**src/source/nora_pkg.sv**
```systemverilog
/* shared memory map and types for the cpu bus core
   io page is fixed at 9Fxx, the banked window is A000..BFFF (window code 5) */
package nora_pkg;

    // one data byte on the cpu or memory bus
    typedef logic [7:0] byte_t;

    // cpu address word, decoded either as io page or as memory view
    typedef union packed {
        struct packed {
            logic [7:0] page;       // address bits 15..8
            logic [3:0] dev;        // device field
            logic [3:0] rsel;       // register within device
        } io;
        struct packed {
            logic [2:0]  window;    // 8k window number
            logic [12:0] offs;      // offset inside the window
        } mem;
    } cpu_addr_u;

    // io page and devices inside it
    localparam byte_t      IO_PAGE  = 8'h9F;
    localparam logic [3:0] DEV_VIA  = 4'd0;    // gpio slave
    localparam logic [3:0] DEV_SYS  = 4'd1;    // system regs
    localparam logic [3:0] DEV_VERA = 4'd2;    // external video chip

    // ram window at A000..BFFF, banked
    localparam logic [2:0] BANK_WINDOW = 3'd5;

    // only 128 banks visible after reset
    localparam byte_t BANK_MASK_RST = 8'h7F;

    // open bus value
    localparam byte_t UNMAPPED_DATA = 8'hFF;

    // memory high address covers bits 20..12
    localparam int MEM_AH_W = 9;

endpackage

```
**src/source/nora_slave_if.sv**
```systemverilog
/* one cpu bus cycle from the decoder to the internal slaves
   req lines are levels, wr_valid a single pulse, read data is combinational */
interface nora_slave_if import nora_pkg::*; ();

    logic [3:0] reg_addr;   // register field of latched address
    byte_t      data_wr;    // latched write data
    logic       wr_valid;   // write strobe, write cycles only
    logic       req_via;    // gpio slave selected
    logic       req_sys;    // system regs selected
    byte_t      via_rd;     // gpio read data
    byte_t      sys_rd;     // sysreg read data

    modport decoder (
        output reg_addr, data_wr, wr_valid, req_via, req_sys,
        input  via_rd, sys_rd
    );

    modport slave (
        input  reg_addr, data_wr, wr_valid, req_via, req_sys,
        output via_rd, sys_rd
    );

endinterface

```
**src/source/cpu_phaser.sv**
```systemverilog
/* CYCLE_LEN must be even and at least 6; phi2 high in the second half
   stopping happens only at a cycle boundary, so phi2 is never cut short */
module cpu_phaser #(
    parameter int CYCLE_LEN = 6             // clk6x cycles per cpu cycle
) (
    input  logic clk6x,
    input  logic arst_n_i,
    input  logic run_i,                     // low stops at the end of the cycle
    output logic phi2_o,                    // cpu clock
    output logic stopped_o,                 // counter parked at 0
    output logic setup_cs_o,                // latch address, open selects
    output logic release_wr_o,              // end write strobe
    output logic release_cs_o               // end of cycle
);

    localparam int CW = $clog2(CYCLE_LEN);
    localparam logic [CW-1:0] CNT_LAST  = CW'(CYCLE_LEN - 1);
    localparam logic [CW-1:0] CNT_HALF  = CW'(CYCLE_LEN / 2);
    localparam logic [CW-1:0] CNT_RELWR = CW'(CYCLE_LEN - 2);

    logic [CW-1:0] cnt;
    logic [CW-1:0] cnt_nxt;
    logic          hold;                    // parked at start of cycle

    assign hold = (cnt == '0) && !run_i;

    always_comb
    begin
        if (cnt == CNT_LAST)
            cnt_nxt = '0;                   // wrap, boundary
        else if (hold)
            cnt_nxt = cnt;
        else
            cnt_nxt = cnt + 1'b1;
    end

    // outputs registered from the next count, so they line up with cnt
    always_ff @(posedge clk6x or negedge arst_n_i)
    begin
        if (!arst_n_i)
        begin
            cnt          <= '0;
            phi2_o       <= 1'b0;
            stopped_o    <= 1'b0;
            setup_cs_o   <= 1'b0;
            release_wr_o <= 1'b0;
            release_cs_o <= 1'b0;
        end
        else
        begin
            cnt          <= cnt_nxt;
            phi2_o       <= (cnt_nxt >= CNT_HALF);     // second half
            stopped_o    <= hold;
            setup_cs_o   <= (cnt_nxt == CNT_HALF);     // at phi2 rise
            release_wr_o <= (cnt_nxt == CNT_RELWR);
            release_cs_o <= (cnt_nxt == CNT_LAST);
        end
    end

endmodule

```
**src/source/bus_decoder.sv**
```systemverilog
/* address, rwn and write data are sampled at setup_cs; selects hold until release_cs
   read data on cpu_data_o is only meaningful in the release_cs cycle */
module bus_decoder import nora_pkg::*; (
    input  logic                clk6x,
    input  logic                arst_n_i,
    input  logic                setup_cs_i,
    input  logic                release_wr_i,
    input  logic                release_cs_i,
    input  logic                phi2_i,
    input  cpu_addr_u           cpu_addr_i,
    input  logic                cpu_rwn_i,
    input  byte_t               cpu_data_i,
    output byte_t               cpu_data_o,
    output logic                cpu_data_oe_o,
    input  byte_t               bank_i,            // masked ram bank
    output logic [MEM_AH_W-1:0] mem_addr_hi_o,
    input  byte_t               mem_data_i,
    output byte_t               mem_data_o,
    output logic                sram_csn_o,
    output logic                mem_rdn_o,
    output logic                mem_wrn_o,
    output logic                vera_csn_o,
    nora_slave_if.decoder       slv
);

    logic                is_io;
    logic                dec_sram, dec_via, dec_sys, dec_vera;
    logic [MEM_AH_W-1:0] ah_dec;
    logic                sel_sram, sel_via, sel_sys, sel_vera;
    logic                rd_act, wr_act;   // external bus strobes
    logic                rwn_q;
    logic [3:0]          rsel_q;
    byte_t               wdata_q;
    logic [MEM_AH_W-1:0] ah_q;

    // io page view of the address
    assign is_io    = (cpu_addr_i.io.page == IO_PAGE);
    assign dec_via  = is_io && (cpu_addr_i.io.dev == DEV_VIA);
    assign dec_sys  = is_io && (cpu_addr_i.io.dev == DEV_SYS);
    assign dec_vera = is_io && (cpu_addr_i.io.dev == DEV_VERA);
    assign dec_sram = !is_io;               // other io devices: unmapped

    // memory view, banked window goes above 64k
    always_comb
    begin
        if (cpu_addr_i.mem.window == BANK_WINDOW)
            ah_dec = {1'b1, bank_i[6:0], cpu_addr_i.mem.offs[12]};
        else
            ah_dec = MEM_AH_W'({cpu_addr_i.mem.window, cpu_addr_i.mem.offs[12]});
    end

    always_ff @(posedge clk6x or negedge arst_n_i)
    begin
        if (!arst_n_i)
        begin
            sel_sram <= 1'b0;
            sel_via  <= 1'b0;
            sel_sys  <= 1'b0;
            sel_vera <= 1'b0;
            rd_act   <= 1'b0;
            wr_act   <= 1'b0;
        end
        else if (setup_cs_i)
        begin
            sel_sram <= dec_sram;
            sel_via  <= dec_via;
            sel_sys  <= dec_sys;
            sel_vera <= dec_vera;
            rd_act   <= cpu_rwn_i & (dec_sram | dec_vera);   // external targets only
            wr_act   <= ~cpu_rwn_i & (dec_sram | dec_vera);
        end
        else if (release_cs_i)
        begin
            sel_sram <= 1'b0;
            sel_via  <= 1'b0;
            sel_sys  <= 1'b0;
            sel_vera <= 1'b0;
            rd_act   <= 1'b0;
            wr_act   <= 1'b0;
        end
        else if (release_wr_i)
            wr_act <= 1'b0;                 // write hold before cs goes away
    end

    always_ff @(posedge clk6x)
    begin
        if (setup_cs_i)
        begin
            rwn_q   <= cpu_rwn_i;
            rsel_q  <= cpu_addr_i.io.rsel;
            wdata_q <= cpu_data_i;
            ah_q    <= ah_dec;              // bank sampled with the address
        end
    end

    assign sram_csn_o    = ~sel_sram;
    assign vera_csn_o    = ~sel_vera;
    assign mem_rdn_o     = ~rd_act;
    assign mem_wrn_o     = ~wr_act;
    assign mem_addr_hi_o = ah_q;
    assign mem_data_o    = wdata_q;

    // cpu drives the bus in phase 1 and on writes
    assign cpu_data_oe_o = phi2_i & cpu_rwn_i;

    assign slv.reg_addr = rsel_q;
    assign slv.data_wr  = wdata_q;
    assign slv.wr_valid = release_wr_i & ~rwn_q;
    assign slv.req_via  = sel_via;
    assign slv.req_sys  = sel_sys;

    // read data source for the selected target
    always_comb
    begin
        if (sel_sram)
            cpu_data_o = mem_data_i;
        else if (sel_via)
            cpu_data_o = slv.via_rd;
        else if (sel_sys)
            cpu_data_o = slv.sys_rd;
        else
            cpu_data_o = UNMAPPED_DATA;     // vera, unmapped, idle
    end

endmodule

```
**src/source/gpio_via.sv**
```systemverilog
/* two 8-bit gpio ports, register layout as a 65C22: ORB 0, ORA 1, DDRB 2, DDRA 3
   no timers, no handshake lines; registers 4..15 read FF and ignore writes */
module gpio_via import nora_pkg::*; (
    input  logic        clk6x,
    input  logic        arst_n_i,
    nora_slave_if.slave slv,
    input  byte_t       port_a_i,           // pin levels
    input  byte_t       port_b_i,
    output byte_t       port_a_o,           // output registers
    output byte_t       port_b_o,
    output byte_t       ddr_a_o,            // 1 = output
    output byte_t       ddr_b_o
);

    localparam logic [3:0] REG_ORB  = 4'd0;
    localparam logic [3:0] REG_ORA  = 4'd1;
    localparam logic [3:0] REG_DDRB = 4'd2;
    localparam logic [3:0] REG_DDRA = 4'd3;

    byte_t orb, ora;
    byte_t ddrb, ddra;

    // output bit where driven, pin level where input
    function automatic byte_t pin_mix(byte_t out_r, byte_t ddr, byte_t pins);
        return (out_r & ddr) | (pins & ~ddr);
    endfunction

    always_ff @(posedge clk6x or negedge arst_n_i)
    begin
        if (!arst_n_i)
        begin
            orb  <= '0;
            ora  <= '0;
            ddrb <= '0;                     // all inputs after reset
            ddra <= '0;
        end
        else if (slv.wr_valid && slv.req_via)
        begin
            case (slv.reg_addr)
                REG_ORB:  orb  <= slv.data_wr;
                REG_ORA:  ora  <= slv.data_wr;
                REG_DDRB: ddrb <= slv.data_wr;
                REG_DDRA: ddra <= slv.data_wr;
                default:  ;                 // unimplemented
            endcase
        end
    end

    always_comb
    begin
        case (slv.reg_addr)
            REG_ORB:  slv.via_rd = pin_mix(orb, ddrb, port_b_i);
            REG_ORA:  slv.via_rd = pin_mix(ora, ddra, port_a_i);
            REG_DDRB: slv.via_rd = ddrb;
            REG_DDRA: slv.via_rd = ddra;
            default:  slv.via_rd = 8'hFF;
        endcase
    end

    assign port_a_o = ora;
    assign port_b_o = orb;
    assign ddr_a_o  = ddra;
    assign ddr_b_o  = ddrb;

endmodule

```
**src/source/sys_regs.sv**
```systemverilog
/* ram bank (reg 0) and bank mask (reg 1); other registers read FF
   the bank output is already masked, bank bits outside the mask fold back */
module sys_regs import nora_pkg::*; (
    input  logic        clk6x,
    input  logic        arst_n_i,
    nora_slave_if.slave slv,
    output byte_t       bank_o              // masked ram bank
);

    localparam logic [3:0] REG_BANK = 4'd0;
    localparam logic [3:0] REG_MASK = 4'd1;

    byte_t bank_r;
    byte_t mask_r;

    always_ff @(posedge clk6x or negedge arst_n_i)
    begin
        if (!arst_n_i)
        begin
            bank_r <= '0;
            mask_r <= BANK_MASK_RST;        // 128 banks
        end
        else if (slv.wr_valid && slv.req_sys)
        begin
            case (slv.reg_addr)
                REG_BANK: bank_r <= slv.data_wr;
                REG_MASK: mask_r <= slv.data_wr;
                default:  ;
            endcase
        end
    end

    // raw register values read back
    always_comb
    begin
        case (slv.reg_addr)
            REG_BANK: slv.sys_rd = bank_r;
            REG_MASK: slv.sys_rd = mask_r;
            default:  slv.sys_rd = 8'hFF;
        endcase
    end

    assign bank_o = bank_r & mask_r;

endmodule

```
**src/source/nora_top.sv**
```systemverilog
/* cpu side bus core: phaser, decoder, gpio and system registers
   tristate pins are split into in/out/oe; clock and async reset come in directly */
module nora_top import nora_pkg::*; #(
    parameter int CYCLE_LEN = 6             // clk6x per cpu cycle, even, >= 6
) (
    input  logic                clk6x,
    input  logic                arst_n_i,
    input  logic                run_i,
    // cpu bus
    input  logic [15:0]         cpu_addr_i,
    input  logic                cpu_rwn_i,
    input  byte_t               cpu_data_i,
    output byte_t               cpu_data_o,
    output logic                cpu_data_oe_o,
    output logic                cpu_phi2_o,
    output logic                cpu_stopped_o,
    // memory bus
    output logic [MEM_AH_W-1:0] mem_addr_hi_o,
    input  byte_t               mem_data_i,
    output byte_t               mem_data_o,
    output logic                sram_csn_o,
    output logic                mem_rdn_o,
    output logic                mem_wrn_o,
    output logic                vera_csn_o,
    // gpio pins
    output byte_t               gpio_a_o,
    output byte_t               gpio_b_o,
    output byte_t               gpio_a_oe_o,
    output byte_t               gpio_b_oe_o,
    input  byte_t               gpio_a_i,
    input  byte_t               gpio_b_i
);

    logic  setup_cs, release_wr, release_cs;
    byte_t bank;

    nora_slave_if slv_bus ();

    cpu_phaser #(
        .CYCLE_LEN (CYCLE_LEN)
    ) i_cpu_phaser (
        .clk6x        (clk6x),
        .arst_n_i     (arst_n_i),
        .run_i        (run_i),
        .phi2_o       (cpu_phi2_o),
        .stopped_o    (cpu_stopped_o),
        .setup_cs_o   (setup_cs),
        .release_wr_o (release_wr),
        .release_cs_o (release_cs)
    );

    bus_decoder i_bus_decoder (
        .clk6x         (clk6x),
        .arst_n_i      (arst_n_i),
        .setup_cs_i    (setup_cs),
        .release_wr_i  (release_wr),
        .release_cs_i  (release_cs),
        .phi2_i        (cpu_phi2_o),
        .cpu_addr_i    (cpu_addr_i),
        .cpu_rwn_i     (cpu_rwn_i),
        .cpu_data_i    (cpu_data_i),
        .cpu_data_o    (cpu_data_o),
        .cpu_data_oe_o (cpu_data_oe_o),
        .bank_i        (bank),
        .mem_addr_hi_o (mem_addr_hi_o),
        .mem_data_i    (mem_data_i),
        .mem_data_o    (mem_data_o),
        .sram_csn_o    (sram_csn_o),
        .mem_rdn_o     (mem_rdn_o),
        .mem_wrn_o     (mem_wrn_o),
        .vera_csn_o    (vera_csn_o),
        .slv           (slv_bus.decoder)
    );

    gpio_via i_gpio_via (
        .clk6x    (clk6x),
        .arst_n_i (arst_n_i),
        .slv      (slv_bus.slave),
        .port_a_i (gpio_a_i),
        .port_b_i (gpio_b_i),
        .port_a_o (gpio_a_o),
        .port_b_o (gpio_b_o),
        .ddr_a_o  (gpio_a_oe_o),            // direction doubles as pin oe
        .ddr_b_o  (gpio_b_oe_o)
    );

    sys_regs i_sys_regs (
        .clk6x    (clk6x),
        .arst_n_i (arst_n_i),
        .slv      (slv_bus.slave),
        .bank_o   (bank)
    );

endmodule

```
**config.mk**
```make
export PLATFORM = sky130hd
export DESIGN_NAME = nora_top
export DESIGN_NICKNAME = d
export VERILOG_FILES = /design/src/source/nora_pkg.sv /design/src/source/nora_slave_if.sv /design/src/source/cpu_phaser.sv /design/src/source/bus_decoder.sv /design/src/source/gpio_via.sv /design/src/source/sys_regs.sv /design/src/source/nora_top.sv
export SDC_FILE = /design/constraint.sdc
export NUM_CORES = 1
export LEC_CHECK = 0
export BUFFER_PORTS_ARGS = -buffer_cell sky130_fd_sc_hd__buf_2
export CELL_PAD_IN_SITES_DETAIL_PLACEMENT = 2
export CELL_PAD_IN_SITES_GLOBAL_PLACEMENT = 2
export CORE_MARGIN = 2
export CORE_UTILIZATION = 30
export CTS_CLUSTER_DIAMETER = 200
export DETAILED_ROUTE_END_ITERATION = 7
export PLACE_DENSITY_LB_ADDON = 0.1
export SYNTH_ARGS = -nofsm -noshare
export SYNTH_HDL_FRONTEND = slang
export SYNTH_SLANG_ARGS = --single-unit
```
**constraint.sdc**
```tcl
create_clock -name clk6x -period 2 [get_ports clk6x]
set_input_delay 0 -clock clk6x [delete_from_list [all_inputs] [get_ports clk6x]]
set_output_delay 0 -clock clk6x [all_outputs]
set_load 0.01 [all_outputs]
```
After elaboration in Yosys (flattened, before gate mapping)
Cells that the tools add are included.
- bits in registers: 84
- bits in latches: 0
- memory bits (writable): 0
- ROM bits: 0
- bits of input ports: 52
- output and inout bits: 64
- memories: 0
- add/sub/neg operators: 1
- $mul: 0
- div/mod/pow operators: 0
- $lt $le $gt $ge: 1
- eq/ne operators: 11
- shift-type cells: 0
- mux-type cells: 17
- bitwise gates (word level): 20
- reduce and logical (&&, ||, !) cells: 19
- operators with widths (kind ; number):
    8-bit bitwise AND ; 4
    8-bit case mux with 4 select lines ; 1
    8-bit two-way mux ; 3
    8-bit inverter ; 2
    8-bit OR ; 2
    8-bit case mux with 2 select lines ; 1
    3-bit equality test (second input constant) ; 4
    4-bit by 2-bit equality test with 1-bit output (second input constant) ; 3
    2-bit AND reduction ; 6
    1-bit two-way mux ; 9
    9-bit two-way mux ; 1
    4-bit by 1-bit equality test with 1-bit output (second input constant) ; 2
    8-bit equality test (second input constant) ; 1
    4-bit logical NOT ; 2
    7-bit bitwise AND ; 1
    1-bit logical AND ; 6
    3-bit two-way mux ; 2
    1-bit inverter ; 6
    1-bit bitwise AND ; 4
    3-bit by 1-bit adder with 3-bit output (second input constant) ; 1
    3-bit by 2-bit equality test with 1-bit output (second input constant) ; 1
    3-bit by 2-bit greater-or-equal comparator with 1-bit output (second input constant) ; 1
    3-bit logical NOT ; 1
    3-bit nonzero test ; 1
    other kinds (3) ; 4

Logic depth before layout (Yosys ltp)
Gate-level depths: netlist of the first run.
- word-level depth: 6
- gate-level depth with buffers: 6
- depth with buffers taken out: 6

Least setup slack after synthesis of the first run
Ideal clock, no wire load.
- path type: register to register
- start point: register i_bus_decoder.rsel_q[3], in the netlist i_bus_decoder.slv.reg_addr[3]
- end point: register i_gpio_via.ora[0], in the netlist i_gpio_via.port_a_o[0]
- library setup time: 0.125 ns
- arrival: 1.897 ns
- required time: 1.875 ns
- slack: -0.022 ns
- cell stages (with the launch flop): 7
- path buffers: 3
- period minus slack after synthesis: 2.022 ns
- cells stage by stage: edfxtp_1 -> buf_6 -> or3_1 -> buf_6 -> or4_4 -> buf_6 -> mux2_4
- longest elaborated chain between the ends: 2
- RTL lines (element ; line ; source):
    from (decl) ; bus_decoder.sv:32 ; logic [3:0] rsel_q;
    from (signal assigned) ; bus_decoder.sv:90 ; rsel_q <= cpu_addr_i.io.rsel;
    4-bit by 1-bit equality test with 1-bit output ; gpio_via.sv:39 ; case (slv.reg_addr)
    2-bit AND reduction (no line) ; - ;
    to (signal assigned) ; gpio_via.sv:41 ; REG_ORA: ora <= slv.data_wr;
    to (decl) ; gpio_via.sv:20 ; byte_t orb, ora;
Every way passes these cells.
A chain may end at the register's enable or synchronous reset.

Worst setup path after layout of the first run
- start point: register i_bus_decoder.rsel_q[2], in the netlist i_bus_decoder.slv.reg_addr[2]
- end point: output port cpu_data_o[5]
- longest elaborated chain between the ends: 5
- elaborated cells between the ends (all ways): 9
- those cells by class: eq/ne (3); mux (5); reduce/logical (1)
- RTL lines (element ; line ; source):
    4-bit by 1-bit equality test with 1-bit output / 4-bit logical NOT (equally long branches) ; gpio_via.sv:51, sys_regs.sv:36 ;
    8-bit case mux with 2 select lines ; sys_regs.sv:36 ; case (slv.reg_addr)
    8-bit two-way mux ; bus_decoder.sv:119 ; else if (sel_sys)
    8-bit two-way mux (*) ; bus_decoder.sv:117 ; else if (sel_via)
    8-bit two-way mux (*) ; bus_decoder.sv:115 ; if (sel_sram)
    to (decl) ; nora_top.sv:13 ; output byte_t cpu_data_o,
Every way passes the cells marked *; elsewhere a longest branch is shown, timed or not.

==> results of run 1 <==
==> kinds of logic after synthesis <==
| family | synth area share |
|---|---|
| xor gates and xnor gates | 0.002243 |
| and+or+nand+nor | 0.1099 |
| buffers and inverters | 0.02915 |
| AOI/OAI and AO/OA | 0.09257 |
| adders and majority gates | 0.01281 |
| muxes | 0.1848 |
| DFF | 0.5685 |
==> flip-flops by register name, indices dropped and copies added (netlist names) <==
name                         cells
i_bus_decoder.wr_act             1
i_bus_decoder.slv.req_via        1
i_cpu_phaser.stopped_o           1
i_bus_decoder.rd_act             1
i_bus_decoder.sel_sram           1
i_bus_decoder.slv.req_sys        1
i_cpu_phaser.release_wr_o        1
i_bus_decoder.mem_data_o         8
i_gpio_via.ddr_b_o               8
i_bus_decoder.sel_vera           1
i_cpu_phaser.phi2_o              1
i_gpio_via.port_b_o              8
i_bus_decoder.rwn_q              1
i_sys_regs.mask_r                8
i_bus_decoder.slv.reg_addr       4
i_bus_decoder.mem_addr_hi_o      9
i_cpu_phaser.cnt                 3
i_gpio_via.ddr_a_o               8
i_cpu_phaser.setup_cs_o          1
i_sys_regs.bank_r                8
i_cpu_phaser.release_cs_o        1
i_gpio_via.port_a_o              8
==> routing by layer <==
layer  routed length [um]  share of wire
met1                 5590           0.44
met3                  491          0.039
met2                 6515           0.52
met5                    0              0
met4                   48         0.0038
==> how the worst min path moves through the flow <==
stage / to / start / cells past startpoint / slack [ns]
2_1_floorplan: i_bus_decoder.rd_act$_DFFE_PN0P_ / arst_n_i / 0 / -0.30
3_3_place_gp: i_cpu_phaser.stopped_o$_DFF_PN0_ / arst_n_i / 2 / 0.04
3_5_place_dp: i_cpu_phaser.stopped_o$_DFF_PN0_ / arst_n_i / 2 / 0.05
4_1_cts: i_bus_decoder.slv.req_via$_DFFE_PN0P_ / cpu_addr_i[5] / 3 / 0.007
5_1_grt: i_bus_decoder.slv.req_via$_DFFE_PN0P_ / cpu_addr_i[5] / 3 / 0.004
6_report: i_bus_decoder.slv.req_via$_DFFE_PN0P_ / cpu_addr_i[5] / 3 / 0.01
==> cell usage in the layout, fill, tap and decap left out, types with 3 or more instances in the layout <==
cell,instances
buf_2,115
dfrtp_1,55
mux2_2,41
nand2_1,26
edfxtp_1,22
dlygate4sd3_1,21
buf_4,20
mux2i_1,13
inv_1,11
o21ai_0,11
o22ai_1,10
nor2_1,9
a31oi_1,9
clkbuf_16,9
nand3b_1,8
mux2_4,8
dfstp_2,7
nand2b_1,6
a22o_1,6
nor2b_1,5
a31oi_2,5
and3_1,4
ha_1,4
clkinv_2,4
a21oi_1,3
o211ai_1,3
==> area by class of cell <==
type                       instances  area share
tap                              172     0.04007
clock inverter                     6    0.005825
multi-input combinational        199      0.3059
clock buffer                      10     0.04264
inverter                          12    0.008388
timing repair buffer             160      0.1836
sequential                        84      0.4136
==> through the flow <==
stage | utilization | hold slack, ns | TNS (ns) | instances
final | 0.4238 | 0.01207 | -0.02580 | 643
after global routing | 0.4238 | 0.004213 | -0.4081 | 643
after CTS | 0.4169 | 0.007495 | -0.01355 | 640
after detailed placement | 0.3769 | 0.05035 | 0 | 600
after global placement | 0.3769 | 0.03985 | 0 | 600
after floorplan | - | -0.2956 | -0.1776 | 307
==> power breakdown <==
group | switching (mW) | leakage (nW) | internal (mW)
clock | 0.669 | 0.129 | 0.828
sequential | 0.157 | 1.03 | 1.98
combinational | 0.679 | 1.36 | 0.455
total | 1.51 | 2.52 | 3.26
==> timing repair <==
| action | CTS | global route |
|---|---|---|
| cloned | 0 | 1 |
| pin swaps | 2 | 0 |
| hold buffers | 21 | 0 |
| resized for setup | 3 | 16 |
| hold endpoints to repair | 83 | 0 |
| setup buffers | 3 | 2 |
| setup endpoints to repair | 8 | 8 |
==> worst max-delay path, stage by stage (launching register included) <==
cell and delay [ns]:
edfxtp_1 0.38, buf_4 0.18, or4_4 0.58, a31oi_2 0.24, a31oi_2 0.13, buf_2 0.16
==> impl_metrics.toml, run 1 <==
[sta]
finalMaxSlewViolations = 0
hold_viol = 0
min_period_over_period = 1.010
fmax_mhz = 495.2
rsz0062_at_grt = "true"
tightest_slew_ns = 0.5215
finalWorstSetupSlack_ns = -0.01927
final.setup_skew_ns = 0.005564
setup-violations-final = 2
layout_min_cycle_time_ns = 2.019
slew_headroom = 0.6510

[global_routing]
grt_use_met3 = 0.05281
globalRouteTotalUtil = 0.1807
antenna_found_initial = 0
busiest_layer = "met2"
globalRouteMet2Util = 0.3056
grt_pass1_wl_um = 19220
grt_max_degree = 63
met1_usage = 0.2288
grt_pass1_vias = 3335
overflow = 0

[clock_tree]
clk_latency_ns = 0.34
cts_tree = "yes"
cts.path.max_buffers = 2
path_clk_slew_ns = 0.06
ctsHtreeMaxLevel = 3
cts_sinks = 84
root_buffer = "clkbuf_16"
cts_buffers = 9

[synthesis]
yosys.area.top_type = "dfrtp_1"
synth_area_leaders = "dfrtp_1 35%, edfxtp_1 17%, mux2_2 12%"
synth-seq-cells = 84
synth_edf_count = 22
syn_inst = 307
synthArstFlopShare = 0.7381
ys_types = 43
ys.flop_type = "dfrtp_1"
synth_commonest_cells = "55 x dfrtp_1, 41 x mux2_2, 26 x nand2_1, 22 x edfxtp_1"
synth_top_area_frac = 0.3523
yosysSeqAreaShare = 0.5685
syn_area_um2 = 3906
syn_nets = 363
synth_area_per_cell_um2 = 12.72
yosysMostFrequentCell = "dfrtp_1"
ys_warn_count = 0

[power]
power_mw = 4.768
power_density_nw_per_um2 = 887.8
p_leak_nw = 2.520
vdd.ir_drop.worst_uv = 582.8

[cells_and_area]
drive_gt1_frac = 0.4820
postLayoutCellArea_um2 = 5370
multi_input_area_um2 = 1643
fillers = 1360
area_growth_pct = 37.48
final_nets = 522
seq_area_um2 = 2221
diodes = 0

[worst_setup_path]
startpoint_type = "register"
cp_max_fo = 8
cp-end-kind = "output port"
worstPathArrival_ns = 2.02
startpoint = "i_bus_decoder.slv.reg_addr[2]$_DFFE_PP_"
crit_type = "reg -> out"
r2r_start = "i_bus_decoder.slv.reg_addr[1]$_DFFE_PP_"
r2r-end = "i_sys_regs.mask_r[7]$_DFFE_PN0P_"
crit_end = "cpu_data_o[5]"
worstPathRequired_ns = 2.00
rr_worst_depth = 5
reg2reg_slack_ns = 0.13

[status]
violations = "setup timing"
status = "complete, but fails checks"

[floorplan]
fp.dieH_um = 118.1
die_x_um = 118.1
core_area_um2 = 12670
placementRows = 41
die_area_um2 = 13950
start_util = 0.3083
io_pins = 116

[drt]
postRouteAntennaNets = 0
routed_wl_um = 12650
dr.pass1.iters = 5
drcViolationCount = 0
initialDrtViolationCount = 80
dr_total_vias = 3098
viasPerCell = 4.818
routedWlPerCell_um = 19.67

[job]
cap_viol_max_count = 0

[placement]
detailedPlace.worstSlack_ns = 0.1215
hpwlAfterDp_um = 8728
place.gp.congestion = 0.8186
portBuffers = 115
dpl_cell_area_um2 = 4776

[worst_hold_path]
hp-class = "in -> reg"
No activity file was read; power rests on OpenSTA's default activity.
==> inputs of run 2 (changes only) <==
--- a/config.mk
+++ b/config.mk
@@ -5,14 +5,16 @@
 export SDC_FILE = /design/constraint.sdc
 export NUM_CORES = 1
 export LEC_CHECK = 0
+export ABC_AREA = 1
 export BUFFER_PORTS_ARGS = -buffer_cell sky130_fd_sc_hd__buf_2
 export CELL_PAD_IN_SITES_DETAIL_PLACEMENT = 2
 export CELL_PAD_IN_SITES_GLOBAL_PLACEMENT = 2
 export CORE_MARGIN = 2
-export CORE_UTILIZATION = 30
+export CORE_UTILIZATION = 27
 export CTS_CLUSTER_DIAMETER = 200
 export DETAILED_ROUTE_END_ITERATION = 7
 export PLACE_DENSITY_LB_ADDON = 0.1
+export REMOVE_ABC_BUFFERS = 1
 export SYNTH_ARGS = -nofsm -noshare
 export SYNTH_HDL_FRONTEND = slang
 export SYNTH_SLANG_ARGS = --single-unit
==> run 2 against run 1 <==
  * Setup slack gained 0.050 ns
  * First-iteration DRC count grew 80%
  * Clock skew grew 0.00066 ns
  * Utilization shrank 4.1 points
  * Sequential power is essentially flat
  * Die area grew 15%
  * Power grew 13%
  * Via count grew 26%
  * The flow now finishes without violations
  * Clock power grew 22%
==> impl_metrics.toml, run 2 <==
[floorplan]
start_util = 0.2774
die_x_um = 126.4
core_area_um2 = 14590
fp.dieH_um = 126.4
io_pins = 116
die_area_um2 = 15980
placementRows = 44

[placement]
place.gp.congestion = 0.8067
detailedPlace.worstSlack_ns = 0.1882
hpwlAfterDp_um = 10410
portBuffers = 115
dpl_cell_area_um2 = 4886

[power]
vdd.ir_drop.worst_uv = 363.6
power_density_nw_per_um2 = 966.5
p_leak_nw = 2.731

[clock_tree]
root_buffer = "clkbuf_16"
clk_latency_ns = 0.35
cts.path.max_buffers = 2
cts_sinks = 84
path_clk_slew_ns = 0.06
ctsHtreeMaxLevel = 3
cts_tree = "yes"
cts_buffers = 9

[drt]
drcViolationCount = 0
postRouteAntennaNets = 0
viasPerCell = 4.691
routed_wl_um = 14550
dr_total_vias = 3903
dr.pass1.iters = 4
routedWlPerCell_um = 17.49
initialDrtViolationCount = 144

[worst_setup_path]
cp-end-kind = "output port"
startpoint = "i_bus_decoder.slv.reg_addr[2]$_DFFE_PP_"
cp_top_family = "simple AND/OR/NAND/NOR gates"
cp_cell_sequence = "nor2_8 -> nand2_4 -> nor2_4 -> nand3_1 -> nand2_1 -> inv_1 -> nand2_1 -> nand2_1 -> buf_2"
reg2reg_slack_ns = 0.36
crit_top_cell = "nand2_1"
rr_worst_depth = 4
r2r_start = "i_cpu_phaser.setup_cs_o$_DFF_PN0_"
startpoint_type = "register"
worstPathRequired_ns = 2.00
r2r-end = "i_bus_decoder.slv.req_via$_DFFE_PN0P_"
cp_max_fo = 8
crit_type = "reg -> out"
worstPathArrival_ns = 1.97
worst_path_max_delay_cell = "edfxtp_1"
critPathBufInv = 2
worst_path_largest_cell_delay_ns = 0.48

[global_routing]
grt_max_degree = 63
grt_pass1_vias = 4158
grt_pass1_wl_um = 22790
antenna_found_initial = 1
globalRouteTotalUtil = 0.1854
overflow = 0

[synthesis]
ys.flop_type = "dfrtp_1"
ys_warn_count = 0
ys_types = 30
syn_area_um2 = 4046
synth_area_per_cell_um2 = 8.378
yosysSeqAreaShare = 0.5489
synth-seq-cells = 84
synth_commonest_cells = "137 x nand2_1, 60 x inv_1, 55 x dfrtp_1, 51 x nand3_1, 44 x nor2_1"
yosys.area.top_type = "dfrtp_1"
yosysMostFrequentCell = "nand2_1"
syn_inst = 483
synth_top_area_frac = 0.3401
synth_edf_count = 22
synth_area_leaders = "dfrtp_1 34%, edfxtp_1 16%, nand2_1 13%"
synthArstFlopShare = 0.7381

[sta]
rsz0062_at_grt = "true"
fmax_mhz = 507.8
slew_headroom = 0.6425
tightest_slew_ns = 0.5363
min_period_over_period = 0.9847
layout_min_cycle_time_ns = 1.969
finalMaxSlewViolations = 0
final.setup_skew_ns = 0.006227
setup-violations-final = 0
finalWorstSetupSlack_ns = 0.03053
hold_viol = 0

[cells_and_area]
largest_register_ffs = 9
final_common_cell = "nand2_1"
diodes = 0
area_growth_pct = 38.13
layout_common_cells = "135 x nand2_1, 115 x buf_2, 58 x inv_1"
final_nets = 699
drive_gt1_frac = 0.2840
postLayoutCellArea_um2 = 5589

[worst_hold_path]
min_path_cells = 3
hp-class = "in -> reg"
hold_end = "i_bus_decoder.mem_addr_hi_o[3]$_DFFE_PP_"
hp-start = "cpu_addr_i[15]"

[status]
status = "completed"

[job]
cap_viol_max_count = 0
run 2: kinds of logic after synthesis:
kind of cell               Yosys count  synth area share
adders and majority gates            4           0.01237
AOI/OAI and AO/OA                   71           0.08968
DFF                                 84            0.5489
buffers and inverters               76           0.07730
and+or+nand+nor                    247            0.2696
xor gates and xnor gates             1          0.002165
run 2: cell type report:
cell class                      count  area, um^2
Inverter                           63       245.2
Sequential cell                    84        2222
Tap cell                          184       230.2
Clock inverter                      4       72.57
Fill cell                        1680        9000
Timing Repair Buffer              162        1025
Clock buffer                       12       246.5
Multi-Input combinational cell    323        1548
run 2: how the worst max path moves through the flow:
stage	to	cells past startpoint
after floorplan	i_gpio_via.port_b_o[0]$_DFFE_PN0P_	4
after global placement	cpu_data_o[4]	9
after detailed placement	cpu_data_o[4]	9
after CTS	cpu_data_o[1]	8
after global routing	cpu_data_o[4]	9
final	cpu_data_o[4]	9
run 2: layer usage:
layer,part of all wire,global-route usage
met1,0.46,0.2511
met2,0.49,0.3023
met3,0.041,0.03163
met4,0.014,0.06076
met5,0.00089,0
run 2: worst register-to-register path, stage by stage, from the launching register on:
cell and delay, ns:
dfrtp_1 0.68, inv_1 0.19, nor4_1 0.44, nand3_1 0.15
o21ai_0 0.10
run 2: power breakdown:
| group | internal [mW] | switching, mW | leakage, nW |
|---|---|---|---|
| Sequential | 1.99 | 0.165 | 1.03 |
| Clock | 1.13 | 0.700 | 0.153 |
| Combinational | 0.520 | 0.905 | 1.55 |
run 2: metrics by stage:
step                      power, mW  std cells    util  setup TNS (ns)  hold slack, ns
after floorplan               2.839        470       -               0         -0.2956
after global placement        3.465        782  0.3349               0         0.04898
after detailed placement      3.517        782  0.3349               0         0.04783
after CTS                     5.422        824  0.3759               0         0.03342
after global routing          5.746        832  0.3831        -0.09159         0.03503
final                         5.402        832  0.3831               0         0.03427
run 2: what timing repair did:
item	4_1_cts	5_1_grt
pin swaps	1	11
endpoints found under the setup margin	8	8
endpoints found under the hold margin	82	0
resized for setup	5	13
hold buffers	21	0
buffers inserted	5	8
